**src/common/rv_pkg.sv**
```systemverilog
package rv_pkg;

  localparam int xlen = 64;

  typedef logic [xlen-1:0] xlen_t;        // Register value, pc, immediate, address
  typedef logic [31:0]     instr_t;
  typedef logic [4:0]      reg_idx_t;
  typedef logic [3:0]      alu_op_t;
  typedef logic [3:0]      trap_cause_t;
  typedef logic [11:0]     csr_addr_t;

  // ALU operation codes
  localparam alu_op_t alu_nop  = 4'b0000;
  localparam alu_op_t alu_add  = 4'b0001;
  localparam alu_op_t alu_sub  = 4'b0010;
  localparam alu_op_t alu_and  = 4'b0011;
  localparam alu_op_t alu_or   = 4'b0100;
  localparam alu_op_t alu_xor  = 4'b0101;
  localparam alu_op_t alu_sll  = 4'b0110;
  localparam alu_op_t alu_srl  = 4'b0111;
  localparam alu_op_t alu_sra  = 4'b1000;
  localparam alu_op_t alu_slt  = 4'b1001;
  localparam alu_op_t alu_sltu = 4'b1010;

  // Trap causes, mcause encoding
  localparam trap_cause_t cause_illegal    = 4'd2;
  localparam trap_cause_t cause_breakpoint = 4'd3;
  localparam trap_cause_t cause_ecall      = 4'd8;   // U-mode ecall

  // Major opcodes
  localparam logic [6:0] op_reg    = 7'b0110011;
  localparam logic [6:0] op_imm    = 7'b0010011;
  localparam logic [6:0] op_load   = 7'b0000011;
  localparam logic [6:0] op_store  = 7'b0100011;
  localparam logic [6:0] op_branch = 7'b1100011;
  localparam logic [6:0] op_jal    = 7'b1101111;
  localparam logic [6:0] op_jalr   = 7'b1100111;
  localparam logic [6:0] op_lui    = 7'b0110111;
  localparam logic [6:0] op_auipc  = 7'b0010111;
  localparam logic [6:0] op_system = 7'b1110011;

  localparam instr_t nop_instr = 32'h0000_0013;   // addi x0, x0, 0

endpackage

```
**src/decode/idecode.sv**
```systemverilog
module idecode (
  input  logic                clk,
  input  logic                resetn,
  input  logic                flush,
  input  logic                squash,
  input  logic                stall,
  input  rv_pkg::instr_t      instr,
  input  rv_pkg::xlen_t       pc,
  input  rv_pkg::xlen_t       rs1_data,
  input  rv_pkg::xlen_t       rs2_data,

  output logic [6:0]          opcode,
  output rv_pkg::reg_idx_t    rd,
  output rv_pkg::reg_idx_t    rs1,
  output rv_pkg::reg_idx_t    rs2,
  output logic [2:0]          funct3,
  output rv_pkg::xlen_t       imm,
  output rv_pkg::alu_op_t     alu_op,
  output rv_pkg::xlen_t       pc_q,
  output rv_pkg::xlen_t       op_a,
  output rv_pkg::xlen_t       op_b,
  output rv_pkg::trap_cause_t trap_cause,
  output rv_pkg::csr_addr_t   csr_addr,
  output logic                is_csr,
  output logic                csr_read,
  output logic                csr_write,
  output logic                trap,
  output logic                reg_write_enable,
  output logic                mem_read,
  output logic                mem_write,
  output logic                is_branch,
  output logic                jump
);

  logic                kill;
  rv_pkg::instr_t      d_instr;
  rv_pkg::xlen_t       imm_d;
  rv_pkg::alu_op_t     alu_op_d;
  rv_pkg::trap_cause_t trap_cause_d;
  rv_pkg::csr_addr_t   csr_addr_d;
  logic is_csr_d, csr_read_d, csr_write_d, trap_d;
  logic reg_write_enable_d, mem_read_d, mem_write_d, is_branch_d, jump_d;

  assign kill    = flush | squash;
  assign d_instr = kill ? rv_pkg::nop_instr : instr;   // Killed slot decodes as NOP

  always_comb begin
    imm_d              = '0;
    alu_op_d           = rv_pkg::alu_nop;
    trap_cause_d       = '0;
    csr_addr_d         = '0;
    is_csr_d           = 1'b0;
    csr_read_d         = 1'b0;
    csr_write_d        = 1'b0;
    trap_d             = 1'b0;
    reg_write_enable_d = 1'b0;
    mem_read_d         = 1'b0;
    mem_write_d        = 1'b0;
    is_branch_d        = 1'b0;
    jump_d             = 1'b0;

    case (d_instr[6:0])
      rv_pkg::op_reg: begin
        reg_write_enable_d = 1'b1;
        case ({d_instr[31:25], d_instr[14:12]})
          10'b0000000_000: alu_op_d = rv_pkg::alu_add;
          10'b0100000_000: alu_op_d = rv_pkg::alu_sub;
          10'b0000000_111: alu_op_d = rv_pkg::alu_and;
          10'b0000000_110: alu_op_d = rv_pkg::alu_or;
          10'b0000000_100: alu_op_d = rv_pkg::alu_xor;
          10'b0000000_001: alu_op_d = rv_pkg::alu_sll;
          10'b0000000_101: alu_op_d = rv_pkg::alu_srl;
          10'b0100000_101: alu_op_d = rv_pkg::alu_sra;
          10'b0000000_010: alu_op_d = rv_pkg::alu_slt;
          10'b0000000_011: alu_op_d = rv_pkg::alu_sltu;
          default:         alu_op_d = rv_pkg::alu_nop;
        endcase
      end
      rv_pkg::op_imm: begin
        reg_write_enable_d = 1'b1;
        imm_d = {{52{d_instr[31]}}, d_instr[31:20]};
        case (d_instr[14:12])
          3'b000:  alu_op_d = rv_pkg::alu_add;
          3'b111:  alu_op_d = rv_pkg::alu_and;
          3'b110:  alu_op_d = rv_pkg::alu_or;
          3'b100:  alu_op_d = rv_pkg::alu_xor;
          3'b010:  alu_op_d = rv_pkg::alu_slt;
          3'b011:  alu_op_d = rv_pkg::alu_sltu;
          3'b001:  alu_op_d = rv_pkg::alu_sll;
          default: alu_op_d = d_instr[30] ? rv_pkg::alu_sra : rv_pkg::alu_srl;
        endcase
      end
      rv_pkg::op_load: begin
        reg_write_enable_d = 1'b1;
        mem_read_d         = 1'b1;
        alu_op_d           = rv_pkg::alu_add;
        imm_d = {{52{d_instr[31]}}, d_instr[31:20]};
      end
      rv_pkg::op_store: begin
        mem_write_d = 1'b1;
        alu_op_d    = rv_pkg::alu_add;
        imm_d = {{52{d_instr[31]}}, d_instr[31:25], d_instr[11:7]};
      end
      rv_pkg::op_branch: begin
        is_branch_d = 1'b1;
        imm_d = {{52{d_instr[31]}}, d_instr[7], d_instr[30:25], d_instr[11:8], 1'b0};
      end
      rv_pkg::op_jal: begin
        reg_write_enable_d = 1'b1;
        jump_d             = 1'b1;
        alu_op_d           = rv_pkg::alu_add;
        imm_d = {{44{d_instr[31]}}, d_instr[19:12], d_instr[20], d_instr[30:21], 1'b0};
      end
      rv_pkg::op_jalr: begin
        reg_write_enable_d = 1'b1;
        jump_d             = 1'b1;
        alu_op_d           = rv_pkg::alu_add;
        imm_d = {{52{d_instr[31]}}, d_instr[31:20]};
      end
      rv_pkg::op_lui: begin
        reg_write_enable_d = 1'b1;
        imm_d = {{32{d_instr[31]}}, d_instr[31:12], 12'b0};
      end
      rv_pkg::op_auipc: begin
        reg_write_enable_d = 1'b1;
        alu_op_d           = rv_pkg::alu_add;
        imm_d = {{32{d_instr[31]}}, d_instr[31:12], 12'b0};
      end
      rv_pkg::op_system: begin
        if (d_instr[14:12] == 3'b000) begin
          trap_d = 1'b1;
          case (d_instr[31:20])
            12'h000: trap_cause_d = rv_pkg::cause_ecall;
            12'h001: trap_cause_d = rv_pkg::cause_breakpoint;
            default: trap_cause_d = rv_pkg::cause_illegal;
          endcase
        end else begin
          is_csr_d           = 1'b1;
          csr_addr_d         = d_instr[31:20];
          reg_write_enable_d = (d_instr[11:7] != '0);
          // Swap forms read only for a real rd, set/clear forms write only for nonzero rs1/uimm
          if (d_instr[13:12] == 2'b01) begin
            csr_read_d  = (d_instr[11:7] != '0);
            csr_write_d = 1'b1;
          end else begin
            csr_read_d  = 1'b1;
            csr_write_d = (d_instr[19:15] != '0);
          end
          if (d_instr[14]) imm_d = {59'd0, d_instr[19:15]};   // Zero-extended uimm
          if (d_instr[14:12] == 3'b100) begin
            trap_d       = 1'b1;
            trap_cause_d = rv_pkg::cause_illegal;
          end
        end
      end
      default: begin
        trap_d       = 1'b1;
        trap_cause_d = rv_pkg::cause_illegal;
      end
    endcase
  end

  always_ff @(posedge clk or negedge resetn) begin
    if (!resetn) begin
      opcode           <= rv_pkg::op_imm;   // Decoded NOP
      rd               <= '0;
      rs1              <= '0;
      rs2              <= '0;
      funct3           <= '0;
      alu_op           <= rv_pkg::alu_add;
      trap_cause       <= '0;
      is_csr           <= 1'b0;
      csr_read         <= 1'b0;
      csr_write        <= 1'b0;
      trap             <= 1'b0;
      reg_write_enable <= 1'b1;
      mem_read         <= 1'b0;
      mem_write        <= 1'b0;
      is_branch        <= 1'b0;
      jump             <= 1'b0;
    end else if (flush || !stall) begin
      opcode           <= d_instr[6:0];
      rd               <= d_instr[11:7];
      rs1              <= d_instr[19:15];
      rs2              <= d_instr[24:20];
      funct3           <= d_instr[14:12];
      alu_op           <= alu_op_d;
      trap_cause       <= trap_cause_d;
      is_csr           <= is_csr_d;
      csr_read         <= csr_read_d;
      csr_write        <= csr_write_d;
      trap             <= trap_d;
      reg_write_enable <= reg_write_enable_d;
      mem_read         <= mem_read_d;
      mem_write        <= mem_write_d;
      is_branch        <= is_branch_d;
      jump             <= jump_d;
    end
  end

  always_ff @(posedge clk) begin
    if (flush || !stall) begin
      imm      <= imm_d;
      pc_q     <= pc;
      op_a     <= kill ? '0 : rs1_data;
      op_b     <= kill ? '0 : rs2_data;
      csr_addr <= csr_addr_d;
    end
  end

  // A killed slot enters decode as an inert NOP
  a_kill_inert: assert property (@(posedge clk) disable iff (!resetn)
    (kill && (flush || !stall)) |=> (rd == '0 && !trap && !mem_read && !mem_write &&
                                     !is_branch && !jump && !is_csr));

endmodule

```
**config.mk**
```make
export PLATFORM = sky130hd
export DESIGN_NAME = idecode
export DESIGN_NICKNAME = d
export VERILOG_FILES = /design/src/common/rv_pkg.sv /design/src/decode/idecode.sv
export SDC_FILE = /design/constraint.sdc
export NUM_CORES = 1
export LEC_CHECK = 0
export BUFFER_PORTS_ARGS = -buffer_cell sky130_fd_sc_hd__clkbuf_2
export CORE_AREA = 2 2 208 210
export CTS_BUF_LIST = sky130_fd_sc_hd__clkbuf_4 sky130_fd_sc_hd__clkbuf_8 sky130_fd_sc_hd__clkbuf_16
export DETAILED_ROUTE_END_ITERATION = 8
export DIE_AREA = 0 0 210 212
export GPL_TIMING_DRIVEN = 0
export PLACE_DENSITY = 0.48
export SLEW_MARGIN = 20
export SYNTH_ARGS = -nofsm -noshare
export SYNTH_HDL_FRONTEND = slang
export SYNTH_SLANG_ARGS = --single-unit
```
**constraint.sdc**
```tcl
create_clock -name clk -period 1.29 [get_ports clk]
set_input_delay 0.387 -clock clk [delete_from_list [all_inputs] [get_ports clk]]
set_output_delay 0.387 -clock clk [all_outputs]
set_load 0.03 [all_outputs]
```
==> results.sh, run 1 <==
export IMPL_syn_instance_count=749
export IMPL_cts_root_buf="clkbuf_16"
export IMPL_clockBufferDepth=3
export IMPL_synth_seq_area_share=0.744
export IMPL_hold_path_class="input port to register"
export IMPL_drc=0
export IMPL_vias=8767
export IMPL_gp_congestion=0.836
export IMPL_grt_overflow=0
export IMPL_crit_type="register to output port"
export IMPL_holdWs_ns=0.0316
export IMPL_synth_edf_count=236
export IMPL_reg2reg_depth=4
export IMPL_die_area_sq_um=44500
export IMPL_synthArstFlopShare=0.148
export IMPL_tritoncts_num_sinks=277
export IMPL_timing_final_crit_share=1.48
export IMPL_crit_top_cell="buf_6"
export IMPL_h_tree_depth=2
export IMPL_grt_start_max_net_pins=123
export IMPL_crit_start="imm[62]"
export IMPL_netlist_area_sq_um=10900
export IMPL_violations="negative setup slack"
export IMPL_cap_violations=0
export IMPL_p_leak_nw=8.71
export IMPL_yosysWarnings=0
export IMPL_final_setup_tns_ns=-74.47
export IMPL_grt_pass1_vias=8805
export IMPL_cp_arrival_ns=1.53
export IMPL_maxSlewHeadroom=0.587
export IMPL_post_route_min_period_ns=1.91
export IMPL_routed_wl_mm=43.5
export IMPL_run_status="finished, violations left"
export IMPL_hold_viol=0
export IMPL_antenna_found_initial=8
export IMPL_first_pass_iters=5
export IMPL_cpMaxStageDelayCell="edfxtp_1"
export IMPL_portBuffers=531
export IMPL_fp_row_count=76
export IMPL_setup_viol=354
export IMPL_r2r_start="funct3[2]"
export IMPL_path_cells="buf_12 -> clkbuf_16 -> buf_6 -> buf_6"
export IMPL_synth_distinct_cells=60
export IMPL_clk_latency_ns=0.54
export IMPL_vias_per_cell=4.35
export IMPL_grt_pass1_wl_mm=58.7
export IMPL_fin_nets=1664
export IMPL_avgSynthCellArea_sq_um=14.6
export IMPL_critPathTopFamily="buffers and inverters"
export IMPL_fin_worst_skew_ns=0
export IMPL_core_area_sq_um=42500
export IMPL_max_freq_mhz=523
export IMPL_hp_start="pc[9]"
export IMPL_worst_slew_pin_slew_ns=0.619
export IMPL_layout_drive_gt1_share=0.544
export IMPL_holdPathStages=1
export IMPL_synth_flop_cell="edfxtp_1"
export IMPL_r2r_slack_ns=0.31
export IMPL_cts_tree="done"
export IMPL_crit_buf_inv=4
export IMPL_routedWlPerCell_microns=21.6
export IMPL_p_per_area_nw_per_um2=1300
export IMPL_r2r_end="funct3[2]"
export IMPL_cp_slowest_stage_delay_ns=0.41
export IMPL_clkTransAtPathRegs_ns=0.06
export IMPL_holdPathEnd="pc_q[9]"
export IMPL_worst_setup_path_end_kind="output port"
export IMPL_dieHeight_microns=212
export IMPL_start_util=0.257
export IMPL_dr_first_iter_drc_count=452
export IMPL_area_delta_synth_final_pct=83.1
export IMPL_fin_ws_ns=-0.623
export IMPL_worst_ep_required_time_ns=0.90
export IMPL_rsz0062_at_grt="true"
export IMPL_vdd_drop_max_uv=816
export IMPL_critPathMaxFanout=6
export IMPL_cts_buffers=36
export IMPL_io_pins=539
export IMPL_synth_fp_nets=978
export IMPL_power_total_mw=25.9
export IMPL_hpwl_mm=29.7
export IMPL_ys_ff_latch=277
export IMPL_slew_viol_final=0
export IMPL_track_usage=0.182
export IMPL_start_kind="register"
export IMPL_ant_nets=0
export IMPL_chipWidth_microns=210
## power breakdown
group	internal, mW	switching (mW)	leakage [nW]
Clock	5.72	3.94	0.561
Combinational	2.53	2.93	5.11
Sequential	10.5	0.329	3.05
## sequential cells by signal, summed over array words and instances (netlist names), 4 cells and up
| name | count |
|---|---|
| alu_op | 4 |
| csr_addr | 12 |
| imm | 32 |
| op_a | 64 |
| op_b | 64 |
| opcode | 7 |
| pc_q | 64 |
| rd | 5 |
| rs1 | 5 |
| rs2 | 5 |
## worst max-delay path by stage
stage	to	slack (ns)	cells after the start
2_1_floorplan	trap_cause[1]	-0.60	7
6_report	imm[57]	-0.62	4
3_3_place_gp	alu_op[2]	-1.33	7
4_1_cts	imm[58]	-0.69	3
5_1_grt	imm[45]	-0.67	4
3_5_place_dp	alu_op[2]	-1.39	7
## what timing repair did
action                                 in CTS  in global routing
buffers inserted                           34                 16
hold buffers                               57                  0
pin swaps                                  18                 30
endpoints found under the hold margin      92                  0
setup endpoints to repair                 713                379
gates cloned                                5                  6
resized for setup                         649                194
## layout make-up
class,instances,area [sq um]
repair buffers,645,6530
plain buffers,74,622
repair inverters,5,98.8
fillers,3734,22500
well taps,546,683
clock inverters,19,179
flip-flops and latches,277,8120
clock buffers,43,953
multi-input cells,393,2750
inverters,3,37.5
diodes,9,22.5
## cell usage in the layout (no fill, tap or decap), types with 9 or more instances in the layout
cell and count:
nor2_1 42, nor2_4 13, clkbuf_8 198, clkbuf_4 12
buf_8 71, nor3_1 10, and2_1 130, dlygate4sd3_1 57
dfrtp_1 36, diode_2 9, nor3b_1 20, clkbuf_2 235
a21o_1 9, buf_4 42, buf_6 87, edfxtp_1 236
clkbuf_1 12, clkbuf_16 39, a21oi_1 22, nand2_1 31
## cells in the mapped netlist, drive strengths merged, types with 2 or more instances
| master | n | area (sq um) |
|---|---|---|
| o41ai | 3 | 33.8 |
| and2 | 134 | 838 |
| or2 | 4 | 25.0 |
| a31oi | 3 | 18.8 |
| nor4 | 3 | 18.8 |
| and3 | 2 | 12.5 |
| inv | 2 | 7.51 |
| a22oi | 2 | 15.0 |
| nor3 | 12 | 60.1 |
| dfstp | 5 | 131 |
| nand2 | 38 | 143 |
| dfrtp | 36 | 901 |
| buf | 42 | 323 |
| o21bai | 3 | 22.5 |
| nand3 | 3 | 15.0 |
| o31ai | 2 | 15.0 |
| a21o | 10 | 75.1 |
| nand3b | 4 | 30.0 |
| o21ai | 17 | 92.6 |
| o211ai | 2 | 15.0 |
| a2111oi | 2 | 17.5 |
| edfxtp | 236 | 7090 |
| nor2 | 56 | 213 |
| a222oi | 4 | 40.0 |
| nor2b | 12 | 75.1 |
| nand4 | 4 | 40.0 |
| a21oi | 30 | 165 |
| clkbuf | 34 | 128 |
| nor3b | 21 | 163 |
| nor4b | 2 | 17.5 |
| nand2b | 3 | 18.8 |
## per-stage QoR
stage          utilization  std cells  cell area [sq um]  setup slack [ns]
6_report             0.470       2014              20000            -0.623
5_1_grt              0.470       2014              20000            -0.668
4_1_cts              0.454       1983              19300            -0.688
3_5_place_dp         0.340       1827              14500             -1.39
3_3_place_gp         0.339       1826              14400             -1.33
2_1_floorplan            -        749              11100            -0.603
## logic make-up after synthesis
logic type / after synthesis / share of synthesized area
AOI/OAI and AO/OA: 89 / 0.0553
buffers and inverters: 79 / 0.0423
DFF: 277 / 0.744
other: 1 / 0.000343
and+or+nand+nor: 303 / 0.158
## per-layer routing
layer / track usage / share of wire
met5: 0 / 0
met4: 0.0880 / 0.036
met3: 0.0635 / 0.082
met2: 0.329 / 0.54
met1: 0.189 / 0.35
No activity file was read; power rests on OpenSTA's default activity.
==> run 2, diff against run 1 <==
- ABC_CLOCK_PERIOD_IN_PS: default -> 1900
- CORE_AREA: 2 2 208 210 -> 2 2 211 213
- DIE_AREA: 0 0 210 212 -> 0 0 213 215
- PLACE_DENSITY: 0.48 -> 0.45
- clock period: 1.29 -> 1.9 ns (I/O delays scaled with it)
==> run 2 against run 1 <==
Compared with the run above:
- the run still ends with negative setup slack left
- core utilization shrank 11 points
- sequential power fell by 33%
- register-to-register slack better by 0.79 ns
- hold slack better by 0.061 ns
- sequential cell count stayed put
- die area up 2.9%
- critical endpoint is now imm[51]
- highest routed layer is now met5
==> results.sh, run 2 (synthesized netlist as in run 1, its figures left out) <==
export IMPL_cts_root_buf="clkbuf_16"
export IMPL_fin_nets=1548
export IMPL_grt_overflow=0
export IMPL_violations="negative setup slack"
export IMPL_antenna_found_initial=1
export IMPL_fin_util=0.364
export IMPL_r2r_slack_ns=1.10
export IMPL_track_usage=0.164
export IMPL_r2r_end="opcode[4]"
export IMPL_dieHeight_microns=215
export IMPL_fin_cells=1936
export IMPL_max_freq_mhz=497
export IMPL_cp_arrival_ns=1.44
export IMPL_post_route_min_period_ns=2.01
export IMPL_gp_congestion=0.801
export IMPL_ant_nets=0
export IMPL_setup_viol=33
export IMPL_rsz0062_at_grt="true"
export IMPL_fin_ws_ns=-0.112
export IMPL_routedWlPerCell_microns=20.0
export IMPL_clkTransAtPathRegs_ns=0.06
export IMPL_chipWidth_microns=213
export IMPL_path_cells="buf_8 -> buf_4 -> buf_4"
export IMPL_worst_setup_path_end_kind="output port"
export IMPL_cap_violations=0
export IMPL_run_status="finished, violations left"
export IMPL_crit_buf_inv=3
export IMPL_fin_worst_skew_ns=0
export IMPL_worst_slew_pin_slew_ns=0.696
export IMPL_r2r_start="opcode[4]"
export IMPL_fill_cells=4409
export IMPL_cpMaxStageDelayCell="edfxtp_1"
export IMPL_vias_per_cell=4.20
export IMPL_ctsHoldBuffers=0
export IMPL_portBuffers=531
export IMPL_h_tree_depth=2
export IMPL_crit_start="imm[62]"
export IMPL_area_delta_synth_final_pct=45.4
export IMPL_dpl_cell_count=1872
export IMPL_cp_endpoint="imm[51]"
export IMPL_maxSlewHeadroom=0.535
export IMPL_final_common_cell="clkbuf_2"
export IMPL_critPathMaxFanout=16
export IMPL_timing_final_crit_share=1.06
export IMPL_worst_ep_required_time_ns=1.33
export IMPL_p_per_area_nw_per_um2=1040
export IMPL_fp_row_count=77
export IMPL_drc=0
export IMPL_hpwl_mm=28.7
export IMPL_critPathTopFamily="buffers and inverters"
export IMPL_final_cell_mix="clkbuf_2, edfxtp_1, and2_1"
export IMPL_grt_pass1_vias=8166
export IMPL_first_pass_iters=4
export IMPL_io_pins=539
export IMPL_routed_wl_mm=38.7
export IMPL_hold_path_class="input port to asynchronous set/reset pin"
export IMPL_p_leak_nw=7.19
export IMPL_tritoncts_num_sinks=277
export IMPL_crit_type="register to output port"
export IMPL_vdd_drop_max_uv=490
export IMPL_grt_start_max_net_pins=123
export IMPL_layout_drive_gt1_share=0.493
export IMPL_die_area_sq_um=45800
export IMPL_crit_top_cell="buf_4"
export IMPL_start_util=0.250
export IMPL_path_depth=3
export IMPL_start_kind="register"
export IMPL_reg_largest_list="op_a x64, op_b x64, pc_q x64"
export IMPL_final_setup_tns_ns=-2.88
export IMPL_clockBufferDepth=3
export IMPL_vias=8135
export IMPL_hold_viol=0
export IMPL_cts_tree="done"
export IMPL_grt_pass1_wl_mm=54.4
export IMPL_core_area_sq_um=43600
export IMPL_cp_slowest_stage_delay_ns=0.45
export IMPL_antennaDiodeCount=0
export IMPL_clk_latency_ns=0.53
export IMPL_dr_first_iter_drc_count=422
export IMPL_holdWs_ns=0.0925
export IMPL_cts_buffers=34
export IMPL_slew_viol_final=0
export IMPL_reg2reg_depth=2
run 2: changes by cell type in the layout (fill, tap and decap cells not counted), moves of 8 or more:
cell	previous run	this run
clkbuf_2	235	499
clkbuf_8	198	1
buf_8	71	3
dlygate4sd3_1	57	0
buf_6	87	52
buf_4	42	18
clkbuf_1	12	30
nor2_1	42	55
nor2_4	13	1
diode_2	9	0
o21ai_0	2	10
run 2: how the worst min path moves through the flow:
stage,start,endpoint,slack (ns)
2_1_floorplan,resetn,alu_op[1],0.27
3_3_place_gp,mem_read,mem_read,0.46
3_5_place_dp,alu_op[1],alu_op[1],0.47
4_1_cts,resetn,opcode[3],0.07
5_1_grt,resetn,opcode[3],0.1
6_report,resetn,opcode[3],0.09
run 2: through the flow:
stage / power, mW / setup WS [ns] / instance area [sq um]
floorplan: 8.92 / -0.176 / 11000
global placement: 9.92 / -0.817 / 14400
detailed placement: 9.93 / -0.806 / 14400
CTS: 16.8 / -0.170 / 15700
global route: 17.2 / -0.185 / 15900
finish: 16.5 / -0.112 / 15900
run 2: worst register-to-register path: cells and delay by family (launching register included):
kind / cells / cell delay [ns]
flip-flops: 1 / 0.55
AND/OR/NAND/NOR: 1 / 0.05
AO/OA/AOI/OAI: 1 / 0.13
run 2: area by class of cell:
type	count	area [sq um]	area share
Clock inverter	16	153	0.00962
Buffer	76	546	0.0344
Multi-Input combinational cell	393	2370	0.150
Sequential cell	277	8120	0.512
Timing Repair Buffer	533	2900	0.182
Timing Repair inverter	1	20.0	0.00126
Clock buffer	45	986	0.0621
Tap cell	592	741	0.0467
Inverter	3	37.5	0.00236
run 2: layer usage:
| layer | share of wire | track usage |
|---|---|---|
| met1 | 0.36 | 0.177 |
| met2 | 0.53 | 0.301 |
| met3 | 0.083 | 0.0494 |
| met4 | 0.023 | 0.0522 |
| met5 | 0.00018 | 0 |
run 2: what timing repair did:
item,in CTS,in global routing
resized for setup,66,43
endpoints found under the setup margin,157,124
pin swaps,0,1
cloned,1,0
setup buffers,2,0
run 2: power by group:
group          leakage [nW]  internal, mW  switching, mW
Combinational          3.58         0.810           1.84
Sequential             3.05          7.11          0.130
Clock                 0.566          4.06           2.59
Total                  7.19          12.0           4.57
==> run 3, diff against run 2 <==
- CORE_AREA: 2 2 211 213 -> 2 2 212 214
- CTS_BUF_LIST: sky130_fd_sc_hd__clkbuf_4 sky130_fd_sc_hd__clkbuf_8 sky130_fd_sc_hd__clkbuf_16 -> sky130_fd_sc_hd__clkbuf_4 sky130_fd_sc_hd__clkbuf_8
- DIE_AREA: 0 0 213 215 -> 0 0 214 216
==> run 3 against run 2 <==
Compared with the run above:
- the run still ends with negative setup slack left
- routed wire length up 2.1%
- combinational power barely moved
- fmax fell by 3.2%
- first-iteration DRC count rose by 10%
- critical path depth is the same
- final cell count up 1.7%
- sequential cell count is the same
- largest cell class unchanged
- hold slack better by 0.040 ns
==> results.sh, run 3 (synthesized netlist as in run 1, its figures left out) <==
export IMPL_run_status="finished, violations left"
export IMPL_violations="negative setup slack"
export IMPL_tritoncts_num_sinks=277
export IMPL_gp_congestion=0.844
export IMPL_h_tree_depth=2
export IMPL_dpl_cell_count=1872
export IMPL_grt_pass1_wl_mm=56.3
export IMPL_cts_root_buf="clkbuf_8"
export IMPL_critPathMaxFanout=3
export IMPL_fp_row_count=77
export IMPL_ant_nets=0
export IMPL_dr_first_iter_drc_count=464
export IMPL_area_delta_synth_final_pct=44.0
export IMPL_cts_buffers=51
export IMPL_slew_viol_final=0
export IMPL_die_area_sq_um=46200
export IMPL_track_usage=0.166
export IMPL_grt_pass1_vias=8334
export IMPL_vias_per_cell=4.20
export IMPL_antenna_found_initial=5
export IMPL_holdWs_ns=0.133
export IMPL_maxSlewHeadroom=0.545
export IMPL_cp_arrival_ns=1.51
export IMPL_vias=8276
export IMPL_clockBufferDepth=3
export IMPL_p_leak_nw=7.15
export IMPL_dieHeight_microns=216
export IMPL_clkTransAtPathRegs_ns=0.05
export IMPL_final_common_cell="clkbuf_2"
export IMPL_clk_latency_ns=0.60
export IMPL_fill_cells=4401
export IMPL_final_cell_mix="clkbuf_2, edfxtp_1, and2_1"
export IMPL_vdd_drop_max_uv=393
export IMPL_final_setup_tns_ns=-5.10
export IMPL_worst_ep_required_time_ns=1.33
export IMPL_first_pass_iters=7
export IMPL_io_pins=539
export IMPL_worst_slew_pin_slew_ns=0.683
export IMPL_fin_nets=1568
export IMPL_postPlaceCellArea_sq_um=14400
export IMPL_routed_wl_mm=39.5
export IMPL_reg_largest_list="op_a x64, op_b x64, pc_q x64"
export IMPL_drc=0
export IMPL_hpwl_mm=29.8
export IMPL_core_area_sq_um=43800
export IMPL_grt_overflow=0
export IMPL_fin_worst_skew_ns=0
export IMPL_fin_ws_ns=-0.178
export IMPL_max_freq_mhz=481
export IMPL_crit_type="register to output port"
export IMPL_post_place_ws_ns=-0.834
export IMPL_chipWidth_microns=214
export IMPL_layout_drive_gt1_share=0.501
export IMPL_start_kind="register"
export IMPL_timing_final_crit_share=1.09
export IMPL_hold_viol=0
export IMPL_cap_violations=0
export IMPL_post_route_min_period_ns=2.08
export IMPL_routedWlPerCell_microns=20.1
export IMPL_worst_setup_path_end_kind="output port"
export IMPL_fin_cells=1969
export IMPL_setup_viol=33
export IMPL_r2r_slack_ns=0.99
export IMPL_finalInstanceArea_sq_um=15700
export IMPL_rsz0062_at_grt="true"
export IMPL_portBuffers=531
export IMPL_cts_tree="done"
export IMPL_hold_path_class="input port to register"
export IMPL_p_per_area_nw_per_um2=994
export IMPL_grt_start_max_net_pins=123
export IMPL_start_util=0.249
-- run 3: cell count changes in the layout (fill, tap and decap cells not counted), moves of 2 or more --
cell,delta
buf_4,+18
buf_6,-16
buf_8,+4
clkbuf_16,-37
clkbuf_2,-3
clkbuf_4,+8
clkbuf_8,+54
clkinv_1,+3
clkinvlp_4,+2
diode_2,+3
-- run 3: worst paths after layout --
path	from	endpoint	cells past startpoint
worst max-delay path	imm[62]	imm[37]	3
worst min-delay path	pc[45]	pc_q[45]	1
worst max register to register	alu_op[0]	alu_op[0]	3
worst min register to register	trap_cause[3]	trap_cause[3]	2
max in group asynchronous	resetn	alu_op[3]	2
min in group asynchronous	resetn	trap_cause[0]	2
-- run 3: final cells by class --
class | instances | area, sq um | area share
sequential | 277 | 8120 | 0.516
timing repair buffer | 536 | 2950 | 0.188
multi-input combinational | 393 | 2370 | 0.151
clock buffer | 69 | 856 | 0.0544
tap | 592 | 741 | 0.0471
buffer | 76 | 487 | 0.0309
clock inverter | 19 | 146 | 0.00931
inverter | 3 | 37.5 | 0.00239
timing repair inverter | 1 | 16.3 | 0.00103
antenna | 3 | 7.51 | 0.000477
-- run 3: per-layer routing --
metal / up-vias / routed length, microns / global-route usage
li1: 3837 / - / -
met1: 4015 / 13900 / 0.173
met2: 358 / 21100 / 0.303
met3: 62 / 3710 / 0.0692
met4: 4 / 826 / 0.0510
met5: - / 21 / 0
-- run 3: worst max-delay path, cell delays in order, from the launching register on --
cell	delay, ns
edfxtp_1	0.43
buf_4	0.18
buf_4	0.12
clkbuf_4	0.17
-- run 3: repair_timing --
action,4_1_cts,5_1_grt
gates resized for setup,89,13
buffers inserted,3,1
hold endpoints to repair,36,0
cloned,1,0
setup endpoints to repair,74,75
hold buffers,1,0
-- run 3: metrics by stage --
stage / util / total power [mW]
final: 0.359 / 15.6
after global routing: 0.359 / 16.3
after CTS: 0.358 / 15.9
after detailed placement: 0.328 / 9.94
after global placement: 0.328 / 9.92
after floorplan: - / 8.92
-- run 3: power by group --
part | internal, mW | total, mW | switching (mW)
sequential | 7.11 | 7.25 | 0.137
clock | 3.18 | 5.75 | 2.56
combinational | 0.803 | 2.64 | 1.84
total | 11.1 | 15.6 | 4.54
